<file path="src/verilog/tag_store_pkg.sv">
package tag_store_pkg;

  // Cache geometry
  localparam int unsigned NUM_WAYS  = 4;
  localparam int unsigned INDEX_W   = 4;
  localparam int unsigned TAG_W     = 8;
  localparam int unsigned NUM_SETS  = 16;
  // Binary way index width, used by the round-robin pointer
  localparam int unsigned WAY_IDX_W = 2;

  // One bit per way
  typedef logic [NUM_WAYS-1:0] way_mask_t;
  typedef logic [INDEX_W-1:0]  index_t;
  typedef logic [TAG_W-1:0]    tag_t;

  // Content of one tag SRAM word
  typedef struct packed {
    logic valid;
    logic dirty;
    tag_t tag;
  } tag_line_t;

  // Request operation
  typedef enum logic {
    OP_LOOKUP = 1'b0,
    OP_FLUSH  = 1'b1
  } tag_op_e;

  // Controller FSM states
  typedef enum logic [1:0] {
    ST_IDLE = 2'd0,
    ST_READ = 2'd1,
    ST_RESP = 2'd2
  } ctrl_state_e;

endpackage

</file>
<file path="src/verilog/tag_req_ctrl.sv">
`timescale 1ns/1ps

module tag_req_ctrl (
  input  logic                             clk_i,
  input  logic                             rst_n_i,
  // Request side
  input  logic                             req_valid_i,
  input  tag_store_pkg::tag_op_e           req_op_i,
  input  tag_store_pkg::index_t            req_index_i,
  input  tag_store_pkg::tag_t              req_tag_i,
  input  logic                             req_dirty_i,
  input  tag_store_pkg::way_mask_t         req_way_mask_i,
  input  tag_store_pkg::way_mask_t         spm_lock_i,
  output logic                             req_ready_o,
  // Response handshake and registered response fields
  input  logic                             res_valid_o_i,
  input  logic                             res_ready_i,
  input  tag_store_pkg::way_mask_t         sel_way_i,
  input  logic                             sel_hit_i,
  input  logic                             sel_dirty_i,
  // SRAM port
  output tag_store_pkg::way_mask_t         ram_req_o,
  output tag_store_pkg::way_mask_t         ram_we_o,
  output tag_store_pkg::index_t            ram_index_o,
  output tag_store_pkg::tag_line_t         ram_wdata_o,
  // Held request towards the datapath
  output tag_store_pkg::tag_op_e           cur_op_o,
  output tag_store_pkg::tag_t              cur_tag_o,
  output tag_store_pkg::way_mask_t         elig_mask_o,
  output logic                             load_resp_o
);

  tag_store_pkg::ctrl_state_e state_q, state_d;

  // Held request
  tag_store_pkg::tag_op_e     op_q;
  tag_store_pkg::index_t      index_q;
  tag_store_pkg::tag_t        tag_q;
  logic                       dirty_q;
  tag_store_pkg::way_mask_t   elig_q;

  logic                       accept;
  logic                       res_fire;
  tag_store_pkg::way_mask_t   elig_now;

  assign req_ready_o = (state_q == tag_store_pkg::ST_IDLE);
  assign accept      = req_valid_i & req_ready_o;
  assign res_fire    = res_valid_o_i & res_ready_i;

  // Lookups skip scratchpad ways, a flush names its way directly
  assign elig_now = (req_op_i == tag_store_pkg::OP_LOOKUP) ?
                    (req_way_mask_i & ~spm_lock_i) : req_way_mask_i;

  // Request capture on accept
  always_ff @(posedge clk_i) begin
    if (accept) begin
      op_q    <= req_op_i;
      index_q <= req_index_i;
      tag_q   <= req_tag_i;
      dirty_q <= req_dirty_i;
      elig_q  <= elig_now;
    end
  end

  always_ff @(posedge clk_i) begin
    if (!rst_n_i) begin
      state_q <= tag_store_pkg::ST_IDLE;
    end else begin
      state_q <= state_d;
    end
  end

  // FSM and SRAM strobes
  always_comb begin
    state_d     = state_q;
    load_resp_o = 1'b0;
    ram_req_o   = '0;
    ram_we_o    = '0;
    ram_index_o = index_q;
    ram_wdata_o = '0;

    unique case (state_q)
      tag_store_pkg::ST_IDLE: begin
        // Read goes out in the accept cycle, data is back one cycle later
        ram_index_o = req_index_i;
        if (accept) begin
          ram_req_o = elig_now;
          state_d   = tag_store_pkg::ST_READ;
        end
      end
      tag_store_pkg::ST_READ: begin
        // Read data and hit vector are valid here
        load_resp_o = 1'b1;
        state_d     = tag_store_pkg::ST_RESP;
      end
      tag_store_pkg::ST_RESP: begin
        if (res_fire) begin
          state_d = tag_store_pkg::ST_IDLE;
          if (op_q == tag_store_pkg::OP_FLUSH) begin
            // Flush clears the named line
            ram_req_o = sel_way_i;
            ram_we_o  = sel_way_i;
          end else if (sel_hit_i) begin
            // Dirty upgrade only when the stored line was clean
            if (dirty_q && !sel_dirty_i) begin
              ram_req_o   = sel_way_i;
              ram_we_o    = sel_way_i;
              ram_wdata_o = tag_store_pkg::tag_line_t'{valid: 1'b1, dirty: 1'b1, tag: tag_q};
            end
          end else begin
            // Miss fill, way is zero when nothing was eligible
            ram_req_o   = sel_way_i;
            ram_we_o    = sel_way_i;
            ram_wdata_o = tag_store_pkg::tag_line_t'{valid: 1'b1, dirty: dirty_q, tag: tag_q};
          end
        end
      end
      default: begin
        state_d = tag_store_pkg::ST_IDLE;
      end
    endcase
  end

  assign cur_op_o    = op_q;
  assign cur_tag_o   = tag_q;
  assign elig_mask_o = elig_q;

endmodule

</file>
<file path="src/verilog/tag_resp_reg.sv">
`timescale 1ns/1ps

module tag_resp_reg (
  input  logic                                                  clk_i,
  input  logic                                                  rst_n_i,
  input  logic                                                  load_i,
  input  tag_store_pkg::tag_op_e                                cur_op_i,
  input  tag_store_pkg::way_mask_t                              hit_i,
  input  tag_store_pkg::way_mask_t                              victim_i,
  input  tag_store_pkg::way_mask_t                              elig_mask_i,
  input  tag_store_pkg::way_mask_t                              line_valid_i,
  input  tag_store_pkg::way_mask_t                              line_dirty_i,
  input  logic [tag_store_pkg::NUM_WAYS*tag_store_pkg::TAG_W-1:0] line_tags_i,
  input  logic                                                  res_ready_i,
  output logic                                                  res_valid_o,
  output logic                                                  res_hit_o,
  output logic                                                  res_evict_o,
  output tag_store_pkg::way_mask_t                              res_way_o,
  output tag_store_pkg::tag_t                                   res_evict_tag_o,
  output logic                                                  sel_dirty_o
);

  tag_store_pkg::way_mask_t hit_first;
  tag_store_pkg::way_mask_t sel_way;
  tag_store_pkg::tag_t      sel_tag;
  tag_store_pkg::tag_t      tag_d;
  logic                     is_lookup;
  logic                     is_hit;
  logic                     sel_valid;
  logic                     sel_dirty;

  assign is_lookup = (cur_op_i == tag_store_pkg::OP_LOOKUP);
  assign is_hit    = is_lookup & (|hit_i);

  always_comb begin
    hit_first = '0;
    sel_tag   = '0;
    // Lowest hitting way keeps the way output one-hot
    for (int i = tag_store_pkg::NUM_WAYS - 1; i >= 0; i--) begin
      if (hit_i[i]) hit_first = tag_store_pkg::way_mask_t'(1) << i;
    end
    // Tag of the chosen way, AND-OR mux
    for (int i = 0; i < tag_store_pkg::NUM_WAYS; i++) begin
      if (sel_way[i]) begin
        sel_tag = sel_tag | line_tags_i[i*tag_store_pkg::TAG_W +: tag_store_pkg::TAG_W];
      end
    end
  end

  // Hit way, miss victim or flush way
  assign sel_way   = is_lookup ? (is_hit ? hit_first : victim_i) : elig_mask_i;
  assign sel_valid = |(sel_way & line_valid_i);
  assign sel_dirty = |(sel_way & line_dirty_i);
  // No tag on a hit; invalid victims report zero
  assign tag_d     = is_hit ? '0 : ((!is_lookup || sel_valid) ? sel_tag : '0);

  // Held until the handshake
  always_ff @(posedge clk_i) begin
    if (!rst_n_i) begin
      res_valid_o     <= 1'b0;
      res_hit_o       <= 1'b0;
      res_evict_o     <= 1'b0;
      res_way_o       <= '0;
      res_evict_tag_o <= '0;
      sel_dirty_o     <= 1'b0;
    end else if (load_i) begin
      res_valid_o     <= 1'b1;
      res_hit_o       <= is_hit;
      res_evict_o     <= ~is_hit & sel_valid & sel_dirty;
      res_way_o       <= sel_way;
      res_evict_tag_o <= tag_d;
      sel_dirty_o     <= sel_dirty;
    end else if (res_valid_o && res_ready_i) begin
      res_valid_o     <= 1'b0;
    end
  end

endmodule

</file>
<file path="src/verilog/tag_store_top.sv">
`timescale 1ns/1ps

module tag_store_top (
  input  logic                     clk_i,
  input  logic                     rst_n_i,
  // Request
  input  logic                     req_valid_i,
  output logic                     req_ready_o,
  input  tag_store_pkg::tag_op_e   req_op_i,
  input  tag_store_pkg::index_t    req_index_i,
  input  tag_store_pkg::tag_t      req_tag_i,
  input  logic                     req_dirty_i,
  input  tag_store_pkg::way_mask_t req_way_mask_i,
  // Scratchpad ways, excluded from lookups
  input  tag_store_pkg::way_mask_t spm_lock_i,
  // Response
  output logic                     res_valid_o,
  input  logic                     res_ready_i,
  output logic                     res_hit_o,
  output logic                     res_evict_o,
  output tag_store_pkg::way_mask_t res_way_o,
  output tag_store_pkg::tag_t      res_evict_tag_o
);

  tag_store_pkg::way_mask_t  ram_req;
  tag_store_pkg::way_mask_t  ram_we;
  tag_store_pkg::index_t     ram_index;
  tag_store_pkg::tag_line_t  ram_wdata;
  tag_store_pkg::tag_op_e    cur_op;
  tag_store_pkg::tag_t       cur_tag;
  tag_store_pkg::way_mask_t  elig_mask;
  logic                      load_resp;
  tag_store_pkg::way_mask_t  line_valid;
  tag_store_pkg::way_mask_t  line_dirty;
  logic [tag_store_pkg::NUM_WAYS*tag_store_pkg::TAG_W-1:0] line_tags;
  tag_store_pkg::way_mask_t  hit;
  tag_store_pkg::way_mask_t  victim;
  logic                      sel_dirty;
  logic                      victim_upd;

  // Pointer only advances on a lookup miss at response load
  assign victim_upd = load_resp & (cur_op == tag_store_pkg::OP_LOOKUP) & ~(|hit);

  tag_req_ctrl u_ctrl (
    .clk_i, .rst_n_i,
    .req_valid_i, .req_op_i, .req_index_i, .req_tag_i, .req_dirty_i, .req_way_mask_i,
    .spm_lock_i, .req_ready_o,
    .res_valid_o_i (res_valid_o), .res_ready_i,
    .sel_way_i (res_way_o), .sel_hit_i (res_hit_o), .sel_dirty_i (sel_dirty),
    .ram_req_o (ram_req), .ram_we_o (ram_we), .ram_index_o (ram_index),
    .ram_wdata_o (ram_wdata), .cur_op_o (cur_op), .cur_tag_o (cur_tag),
    .elig_mask_o (elig_mask), .load_resp_o (load_resp)
  );

  tag_way_array u_ways (
    .clk_i, .rst_n_i,
    .ram_req_i (ram_req), .ram_we_i (ram_we), .ram_index_i (ram_index),
    .ram_wdata_i (ram_wdata), .cur_tag_i (cur_tag), .elig_mask_i (elig_mask),
    .line_valid_o (line_valid), .line_dirty_o (line_dirty),
    .line_tags_o (line_tags), .hit_o (hit)
  );

  tag_victim_select u_victim (
    .clk_i, .rst_n_i,
    .elig_mask_i (elig_mask), .line_valid_i (line_valid),
    .update_i (victim_upd), .victim_o (victim)
  );

  tag_resp_reg u_resp (
    .clk_i, .rst_n_i,
    .load_i (load_resp), .cur_op_i (cur_op), .hit_i (hit), .victim_i (victim),
    .elig_mask_i (elig_mask), .line_valid_i (line_valid), .line_dirty_i (line_dirty),
    .line_tags_i (line_tags), .res_ready_i,
    .res_valid_o, .res_hit_o, .res_evict_o, .res_way_o, .res_evict_tag_o,
    .sel_dirty_o (sel_dirty)
  );

endmodule

</file>
<file path="src/verilog/tag_victim_select.sv">
`timescale 1ns/1ps

module tag_victim_select (
  input  logic                     clk_i,
  input  logic                     rst_n_i,
  input  tag_store_pkg::way_mask_t elig_mask_i,
  input  tag_store_pkg::way_mask_t line_valid_i,
  input  logic                     update_i,
  output tag_store_pkg::way_mask_t victim_o
);

  // Round-robin pointer, binary way index
  logic [tag_store_pkg::WAY_IDX_W-1:0] rr_q;

  tag_store_pkg::way_mask_t            free_ways;
  logic [tag_store_pkg::WAY_IDX_W-1:0] victim_idx;
  logic [tag_store_pkg::WAY_IDX_W-1:0] cand;
  logic                                use_rr;

  assign free_ways = elig_mask_i & ~line_valid_i;

  always_comb begin
    victim_o   = '0;
    victim_idx = '0;
    use_rr     = 1'b0;
    cand       = '0;
    if (|free_ways) begin
      // Lowest invalid eligible way, scan downwards so the lowest wins
      for (int i = tag_store_pkg::NUM_WAYS - 1; i >= 0; i--) begin
        if (free_ways[i]) begin
          victim_o   = tag_store_pkg::way_mask_t'(1) << i;
          victim_idx = i[tag_store_pkg::WAY_IDX_W-1:0];
        end
      end
    end else if (|elig_mask_i) begin
      // Set full, first eligible way at or after the pointer
      use_rr = 1'b1;
      for (int k = tag_store_pkg::NUM_WAYS - 1; k >= 0; k--) begin
        // Wraps modulo the way count
        cand = rr_q + k[tag_store_pkg::WAY_IDX_W-1:0];
        if (elig_mask_i[cand]) begin
          victim_o   = tag_store_pkg::way_mask_t'(1) << cand;
          victim_idx = cand;
        end
      end
    end
  end

  // Pointer moves one past the victim, only on round-robin picks
  always_ff @(posedge clk_i) begin
    if (!rst_n_i) begin
      rr_q <= '0;
    end else if (update_i && use_rr) begin
      rr_q <= victim_idx + 1'b1;
    end
  end

endmodule

</file>
<file path="src/verilog/tag_way_array.sv">
`timescale 1ns/1ps

module tag_way_array (
  input  logic                                                  clk_i,
  input  logic                                                  rst_n_i,
  // SRAM port from the controller
  input  tag_store_pkg::way_mask_t                              ram_req_i,
  input  tag_store_pkg::way_mask_t                              ram_we_i,
  input  tag_store_pkg::index_t                                 ram_index_i,
  input  tag_store_pkg::tag_line_t                              ram_wdata_i,
  // Held request for the compare
  input  tag_store_pkg::tag_t                                   cur_tag_i,
  input  tag_store_pkg::way_mask_t                              elig_mask_i,
  // Read data of all ways
  output tag_store_pkg::way_mask_t                              line_valid_o,
  output tag_store_pkg::way_mask_t                              line_dirty_o,
  output logic [tag_store_pkg::NUM_WAYS*tag_store_pkg::TAG_W-1:0] line_tags_o,
  output tag_store_pkg::way_mask_t                              hit_o
);

  // One line memory per way
  for (genvar w = 0; w < tag_store_pkg::NUM_WAYS; w++) begin : gen_way
    tag_store_pkg::tag_line_t mem_q [tag_store_pkg::NUM_SETS];
    tag_store_pkg::tag_line_t rdata_q;
    logic                     rd_en;
    logic                     wr_en;

    assign rd_en = ram_req_i[w] & ~ram_we_i[w];
    assign wr_en = ram_req_i[w] & ram_we_i[w];

    // All lines start invalid and clean
    always_ff @(posedge clk_i) begin
      if (!rst_n_i) begin
        for (int s = 0; s < tag_store_pkg::NUM_SETS; s++) begin
          mem_q[s] <= '0;
        end
      end else if (wr_en) begin
        mem_q[ram_index_i] <= ram_wdata_i;
      end
    end

    // Read data capture, one cycle latency
    // Held until the next read so the response can be formed later
    always_ff @(posedge clk_i) begin
      if (rd_en) begin
        rdata_q <= mem_q[ram_index_i];
      end
    end

    assign line_valid_o[w] = rdata_q.valid;
    assign line_dirty_o[w] = rdata_q.dirty;
    assign line_tags_o[w*tag_store_pkg::TAG_W +: tag_store_pkg::TAG_W] = rdata_q.tag;

    // Tag compare on captured data
    // only eligible ways may hit
    assign hit_o[w] = elig_mask_i[w] & rdata_q.valid & (rdata_q.tag == cur_tag_i);
  end

endmodule
</file>
<file path="config.mk">
export PLATFORM = sky130hd
export DESIGN_NAME = tag_store_top
export DESIGN_NICKNAME = d
export VERILOG_FILES = /design/src/verilog/tag_store_pkg.sv /design/src/verilog/tag_req_ctrl.sv /design/src/verilog/tag_resp_reg.sv /design/src/verilog/tag_store_top.sv /design/src/verilog/tag_victim_select.sv /design/src/verilog/tag_way_array.sv
export SDC_FILE = /design/constraint.sdc
export NUM_CORES = 1
export LEC_CHECK = 0
export ABC_CLOCK_PERIOD_IN_PS = 9500
export BUFFER_PORTS_ARGS = -buffer_cell sky130_fd_sc_hd__clkbuf_2
export CAP_MARGIN = 20
export CORE_MARGIN = 3
export CORE_UTILIZATION = 35
export CTS_CLUSTER_SIZE = 14
export DETAILED_ROUTE_END_ITERATION = 7
export PLACE_DENSITY = 0.53
export SLEW_MARGIN = 15
export SYNTH_ARGS = -nofsm -noshare
export SYNTH_HDL_FRONTEND = slang
export SYNTH_SLANG_ARGS = --single-unit
export TNS_END_PERCENT = 20
</file>
<file path="constraint.sdc">
create_clock -name clk_i -period 9.5 [get_ports clk_i]
set_input_delay 1.9 -clock clk_i [delete_from_list [all_inputs] [get_ports clk_i]]
set_output_delay 1.9 -clock clk_i [all_outputs]
set_load 0.01 [all_outputs]
</file>
== Word-level counts from Yosys, hierarchy flattened ==
Memory sizes are Yosys's and may differ from the RTL's. A register that Yosys moved wholly into a read port is not among the register bits.
Index checks and enable logic that the tools add are counted.

* Shift-type cells: 4
* Add/subtract/negate cells: 4
* Bitwise gates (word level): 39
* Equality and inequality tests: 8
* Order comparisons: 4
* Muxes and demuxes: 87
* Reduce and logical (&&, ||, !) cells: 17

{| class="wikitable"
|+ Operators with widths
! operator !! number
|-
| $mux W4 || 28
|-
| $mux W10 || 9
|-
| $mux W8 || 6
|-
| $reduce_or A10 Y1 || 4
|-
| $eq A8 B8 Y1 || 4
|-
| $mux W1 || 26
|-
| $mux W2 || 12
|-
| $or A8 B8 Y8 || 3
|-
| $and A1 B1 Y1 || 23
|-
| $reduce_or A4 Y1 || 5
|-
| $and A4 B4 Y4 || 4
|-
| $shl A1 B2 Y4 const A || 4
|-
| $lt A2 B3 Y1 const B || 4
|-
| $bmux W1 S2 || 4
|-
| $not A4 Y4 || 2
|-
| $pmux W4 S2 || 1
|-
| $not A1 Y1 || 7
|-
| $pmux W2 S3 || 1
|-
| $add A2 B1 Y2 const B || 2
|-
| $add A2 B2 Y2 const B || 2
|-
| $logic_and A1 B1 Y1 || 3
|-
| $eq A2 B1 Y1 const B || 1
|-
| $eq A2 B2 Y1 const B || 1
|-
| $logic_not A2 Y1 || 1
|-
| 6 further kinds || 6
|}

* Register bits after elaboration: 38
* Memory bits (writable): 640
* Memories kept: 4
* Bits of input ports: 26
* Word-level logic and storage cells: 180

{| class="wikitable"
|+ Memories
! memory !! words !! width !! read ports !! clocked after memory_dff !! wr ports !! RTL line !! text
|-
| u_ways.gen_way[0].mem_q || 16 || 10 || 1 || 1 || 16 || tag_way_array.sv:23 || <nowiki>tag_store_pkg::tag_line_t mem_q [tag_store_pkg::NUM_SETS];</nowiki>
|-
| u_ways.gen_way[1].mem_q || 16 || 10 || 1 || 1 || 16 || tag_way_array.sv:23 ||
|-
| u_ways.gen_way[2].mem_q || 16 || 10 || 1 || 1 || 16 || tag_way_array.sv:23 ||
|-
| u_ways.gen_way[3].mem_q || 16 || 10 || 1 || 1 || 16 || tag_way_array.sv:23 ||
|}

== Logic depth before layout (Yosys ltp) ==
* Depth after elaboration: 20
* Depth in mapped cells: 14
* Mapped depth without buffers: 11

== By module ==
From an unflattened synthesis, not the netlist that was laid out.

* Cells, all modules: 2265
* Area, all modules: 32062.0 um2

{| class="wikitable"
|+ By module, submodules not included
! module !! sequential area each (um2) !! area each (um2) !! cells each !! instances
|-
| tag_way_array || 20419.6 || 29469.5 || 2004 || 1
|-
| tag_resp_reg || 320.3 || 1047.3 || 122 || 1
|-
| tag_req_ctrl || 580.6 || 894.6 || 60 || 1
|-
| tag_victim_select || 40.0 || 630.6 || 77 || 1
|-
| tag_store_top || 0.0 || 20.0 || 2 || 1
|}

== Worst setup path before layout ==
No wires, ideal clock.

* Kind: in2reg
* From: in rst_n_i
* To: mem u_ways.gen_way[2].mem_q[10][0] (netlist name) (enable)
* Path slack: 5.339 ns
* Buffers on the path: 2
* Required time: 9.109 ns
* Arrival: 3.770 ns
* Library setup time: 0.391 ns
* Stages: 6
* Cell sequence: inv_1 -> nor4b_2 -> nand2_1 -> clkbuf_1 -> clkbuf_1 -> o21ai_0

{| class="wikitable"
|+ RTL lines
! item !! RTL line !! text
|-
| from (decl) || tag_store_top.sv:5 || <nowiki>input logic rst_n_i,</nowiki>
|-
| to (decl) || tag_way_array.sv:23 ||
|}

==> summary.md <==
| Metric | Value |
|---|---|
| # port buffers | 41 |
| Routed Antenna Nets | 0 |
| Worst Hold End | u_resp.res_valid_o$_SDFFE_PN0P_ |
| Peak Freq | 0.179 GHz |
| Most common cell after layout, fill and taps aside | edfxtp_1 |
| Finish-stage setup viols | 0 |
| Buf+Inv Stages, Crit Path | 3 |
| Hold Vio Cnt, Final | 0 |
| Via count | 19.3k |
| Fin crit share | 0.589 |
| Starting Density | 0.357 |
| Initial antenna violation count | 6 |
| Worst slew margin | 0.253 |
| Clock power share | 0.389 |
| Max-cap viol count | 0 |
| Routed vias/inst | 5.28 |
| GRT overflow | 0 |
| Status | finished, final reports clean |
| First DRT Iteration DRCs | 1,822 |
| Worst reg2reg path depth | 11 |
| Clock latency on the worst-skew pair | 0.62 ns |
| Peak VDD IR | 0.000136 V |
| Post-cts sizing count | 0 |
| Worst Path Required | 9.97 ns |
| GPL Wtd Cong | 0.839 |
| Clock transition at path regs | 0.06 ns |
| Number of global-route vias before repair | 19.8k |
| RR Endpoint | u_resp.res_evict_tag_o[2]$_SDFFE_PN0P_ |
| Count of cell types in the netlist | 65 |
| CP max FO | 75 |
| Reg2Reg Launch Point | u_victim.rr_q[0]$_SDFFE_PN0P_ |
| Die Height | 313 um |
| Startpoint types | primary input |
| Endpoint class of the critical path | register |
| Avg Inst Size Synth | 14.3 um^2 |
| CTS max path bufs | 3 |
| Cells along the critical path | clkbuf_2 -> buf_4 -> inv_1 -> nor4b_2 -> nand4_1 -> nor2_1 -> and2_1 |
| Largest net degree at the start of global routing | 76 |
| Switching Fraction | 0.247 |
| IO Count | 42 |
| Cell-internal power | 5.47 mW |
| Mapped Area | 33,000 um^2 |
| R2R setup slack | 4.89 ns |
| Die Wd | 313 um |
| Most frequent cells in the layout | 698 x edfxtp_1, 514 x and2_1, 178 x nand2_1 |
| Pin slew with the least headroom to its limit | 1.11 ns |
| Gr usage total | 0.182 |
| Core area | 92,500 um^2 |
| Ranking of synthesized cells by area | edfxtp_1 64%, mux4_2 11%, and2_1 9.7% |
| Syn Inst Count | 2,309 |
| First-pass GRT wire length | 132,000 um |
| Clock skew | 0.0254 ns |
| Final min period | 5.60 ns |
| HP Class | register to register |
| Fin cells | 3,649 |
| Yosys warnings | 0 |
| PwrDens | 196 nW/um^2 |
| Post-synth EDFFs | 698 |
| Hold depth | 2 |
| TritonCTS Buffers | 78 |
| Std cell rows | 111 |
| Yosys top cell by area | edfxtp_1 |
| Design Power | 7.27 mW |
| Total negative slack | 0 ns |
| DR WL/cell | 24.5 um |
| Net Switching | 1.80 mW |
| Layout net count | 2,376 |
| CTS Sinks | 718 |
| Post-detailed-placement half-perimeter wirelength | 55,100 um |
| #FFs+latches synth | 718 |
| DRC errors left | 0 |
| Root buf cell | clkbuf_16 |
| Die area | 98,000 um^2 |
| Area fraction of the dominant cell type after synthesis | 0.635 |
| # Post-CTS Setup Buffers | 0 |
| Seq/Total Area, Yosys | 0.648 |
| Leakage | 13.1 nW |
| Register share of total power | 0.502 |
| Syn_nets | 2,343 |
| DP Cell Count | 3,502 |
| Synth Flop Type | edfxtp_1 |
| Crit path kind | primary input to register |
| Slowest cell on crit path | nor2_1 |
| H-tree depth | 3 |
| Slew Viols, Final | 0 |
| Layout area overhead | 12.7% |
| Comb pwr share | 0.108 |
| Total wire length | 89,300 um |
| Initial DRT Pass Iterations | 5 |
| # hold bufs at CTS | 0 |
| RSZ-0062 raised after global routing | false |
| Share of cells above drive strength 1 | 0.184 |
| CP delay by family, top | simple AND/OR/NAND/NOR gates |
| Async SR Flop Fraction | 0 |
| CP max stage delay | 0.93 ns |
| Arrival time worst endpoint | 6.07 ns |
| Hold Crit Start | u_resp.res_valid_o$_SDFFE_PN0P_ |
| TritonCTS clock tree | yes |
## worst max path at each step
stage | startpoint | end | slack (ns) | cells after the start
finish | rst_n_i | u_ways.gen_way[2].mem_q[0][0]$_SDFFCE_PN0P_ | 3.90 | 7
global route | rst_n_i | u_ways.gen_way[2].mem_q[1][5]$_SDFFCE_PN0P_ | 3.63 | 7
CTS | rst_n_i | u_ways.gen_way[3].mem_q[3][5]$_SDFFCE_PN0P_ | 3.86 | 6
detailed placement | rst_n_i | u_ways.gen_way[3].mem_q[3][2]$_SDFFCE_PN0P_ | 3.20 | 6
global placement | rst_n_i | u_ways.gen_way[3].mem_q[1][1]$_SDFFCE_PN0P_ | 3.33 | 6
floorplan | rst_n_i | u_ways.gen_way[2].mem_q[10][0]$_SDFFCE_PN0P_ | 5.34 | 6
## worst reg2reg max path: cells and delay by family (launching register included)
family          cells  cell delay, ns
compound gates      5            1.83
fa+ha+maj           1            0.55
buf+inv             1            0.24
flops               1            0.83
mux                 1            0.49
simple gates        3            0.57
## synthesized netlist by cell type (all sizes together), types with 9 or more instances
master	n
a21oi	17
a22oi	9
a31oi	42
and2	514
and3	54
buf	36
clkbuf	152
dfxtp	20
edfxtp	698
mux2i	9
mux4	163
nand2	178
nand4	25
nor2	145
nor2b	17
nor3	25
o21ai	74
xnor2	18
xor2	15
## layer usage
layer  wire length, um  vias up  global-route usage  share of wire
met3              6410      142              0.0354          0.072
met5                 9        -                   0        0.00010
met1             37800     9876               0.247           0.42
met2             42800      667               0.296           0.48
li1                  -     8575                   -              -
met4              2310        2              0.0545          0.026
## cells by family after synthesis
logic type,count (synthesis),synth area share
xor gates and xnor gates,33,0.00876
buffers and inverters,197,0.0244
DFF,718,0.648
muxes,180,0.117
and+or+nand+nor,994,0.164
adders and majority gates,8,0.00303
AOI/OAI and AO/OA,179,0.0349
## area by class of cell
| cell class | instances | area [um^2] |
|---|---|---|
| flip-flops and latches | 718 | 21400 |
| multi-input cells | 1394 | 10900 |
| clock buffers | 91 | 2060 |
| well taps | 1243 | 1560 |
| clock inverters | 52 | 302 |
| inverters | 9 | 33.8 |
| diodes | 1 | 2.50 |
| repair buffers | 141 | 966 |
| fillers | 8627 | 55300 |
## through the flow
step,utilization,hold slack (ns),setup WS (ns),instance area [um^2]
after global placement,0.376,0.500,3.33,34700
after floorplan,-,0.503,5.34,33000
final,0.402,0.506,3.90,37200
after CTS,0.401,0.506,3.86,37100
after detailed placement,0.376,0.497,3.20,34800
after global routing,0.402,0.539,3.63,37200
## power groups by stage
stage	combinational, mW	clock [mW]	sequential, mW
3_3_place_gp	0.785	0	3.71
6_report	0.787	2.83	3.65
5_1_grt	0.839	3.03	3.66
2_1_floorplan	0.512	0	3.69
4_1_cts	0.793	2.89	3.65
3_5_place_dp	0.791	0	3.72
## sequential cells by signal, indices dropped and copies added (netlist names)
name,cells
u_ways.gen_way.mem_q,640
u_ways.line_tags_o,32
u_ctrl.cur_tag_o,8
u_resp.res_evict_tag_o,8
u_ctrl.elig_mask_o,4
u_ctrl.index_q,4
u_resp.res_way_o,4
u_ways.line_dirty_o,4
u_ways.line_valid_o,4
u_ctrl.state_q,2
u_victim.rr_q,2
u_ctrl.cur_op_o,1
u_ctrl.dirty_q,1
u_resp.res_evict_o,1
u_resp.res_hit_o,1
u_resp.res_valid_o,1
u_resp.sel_dirty_o,1
Power figures use the tool's default switching activity.
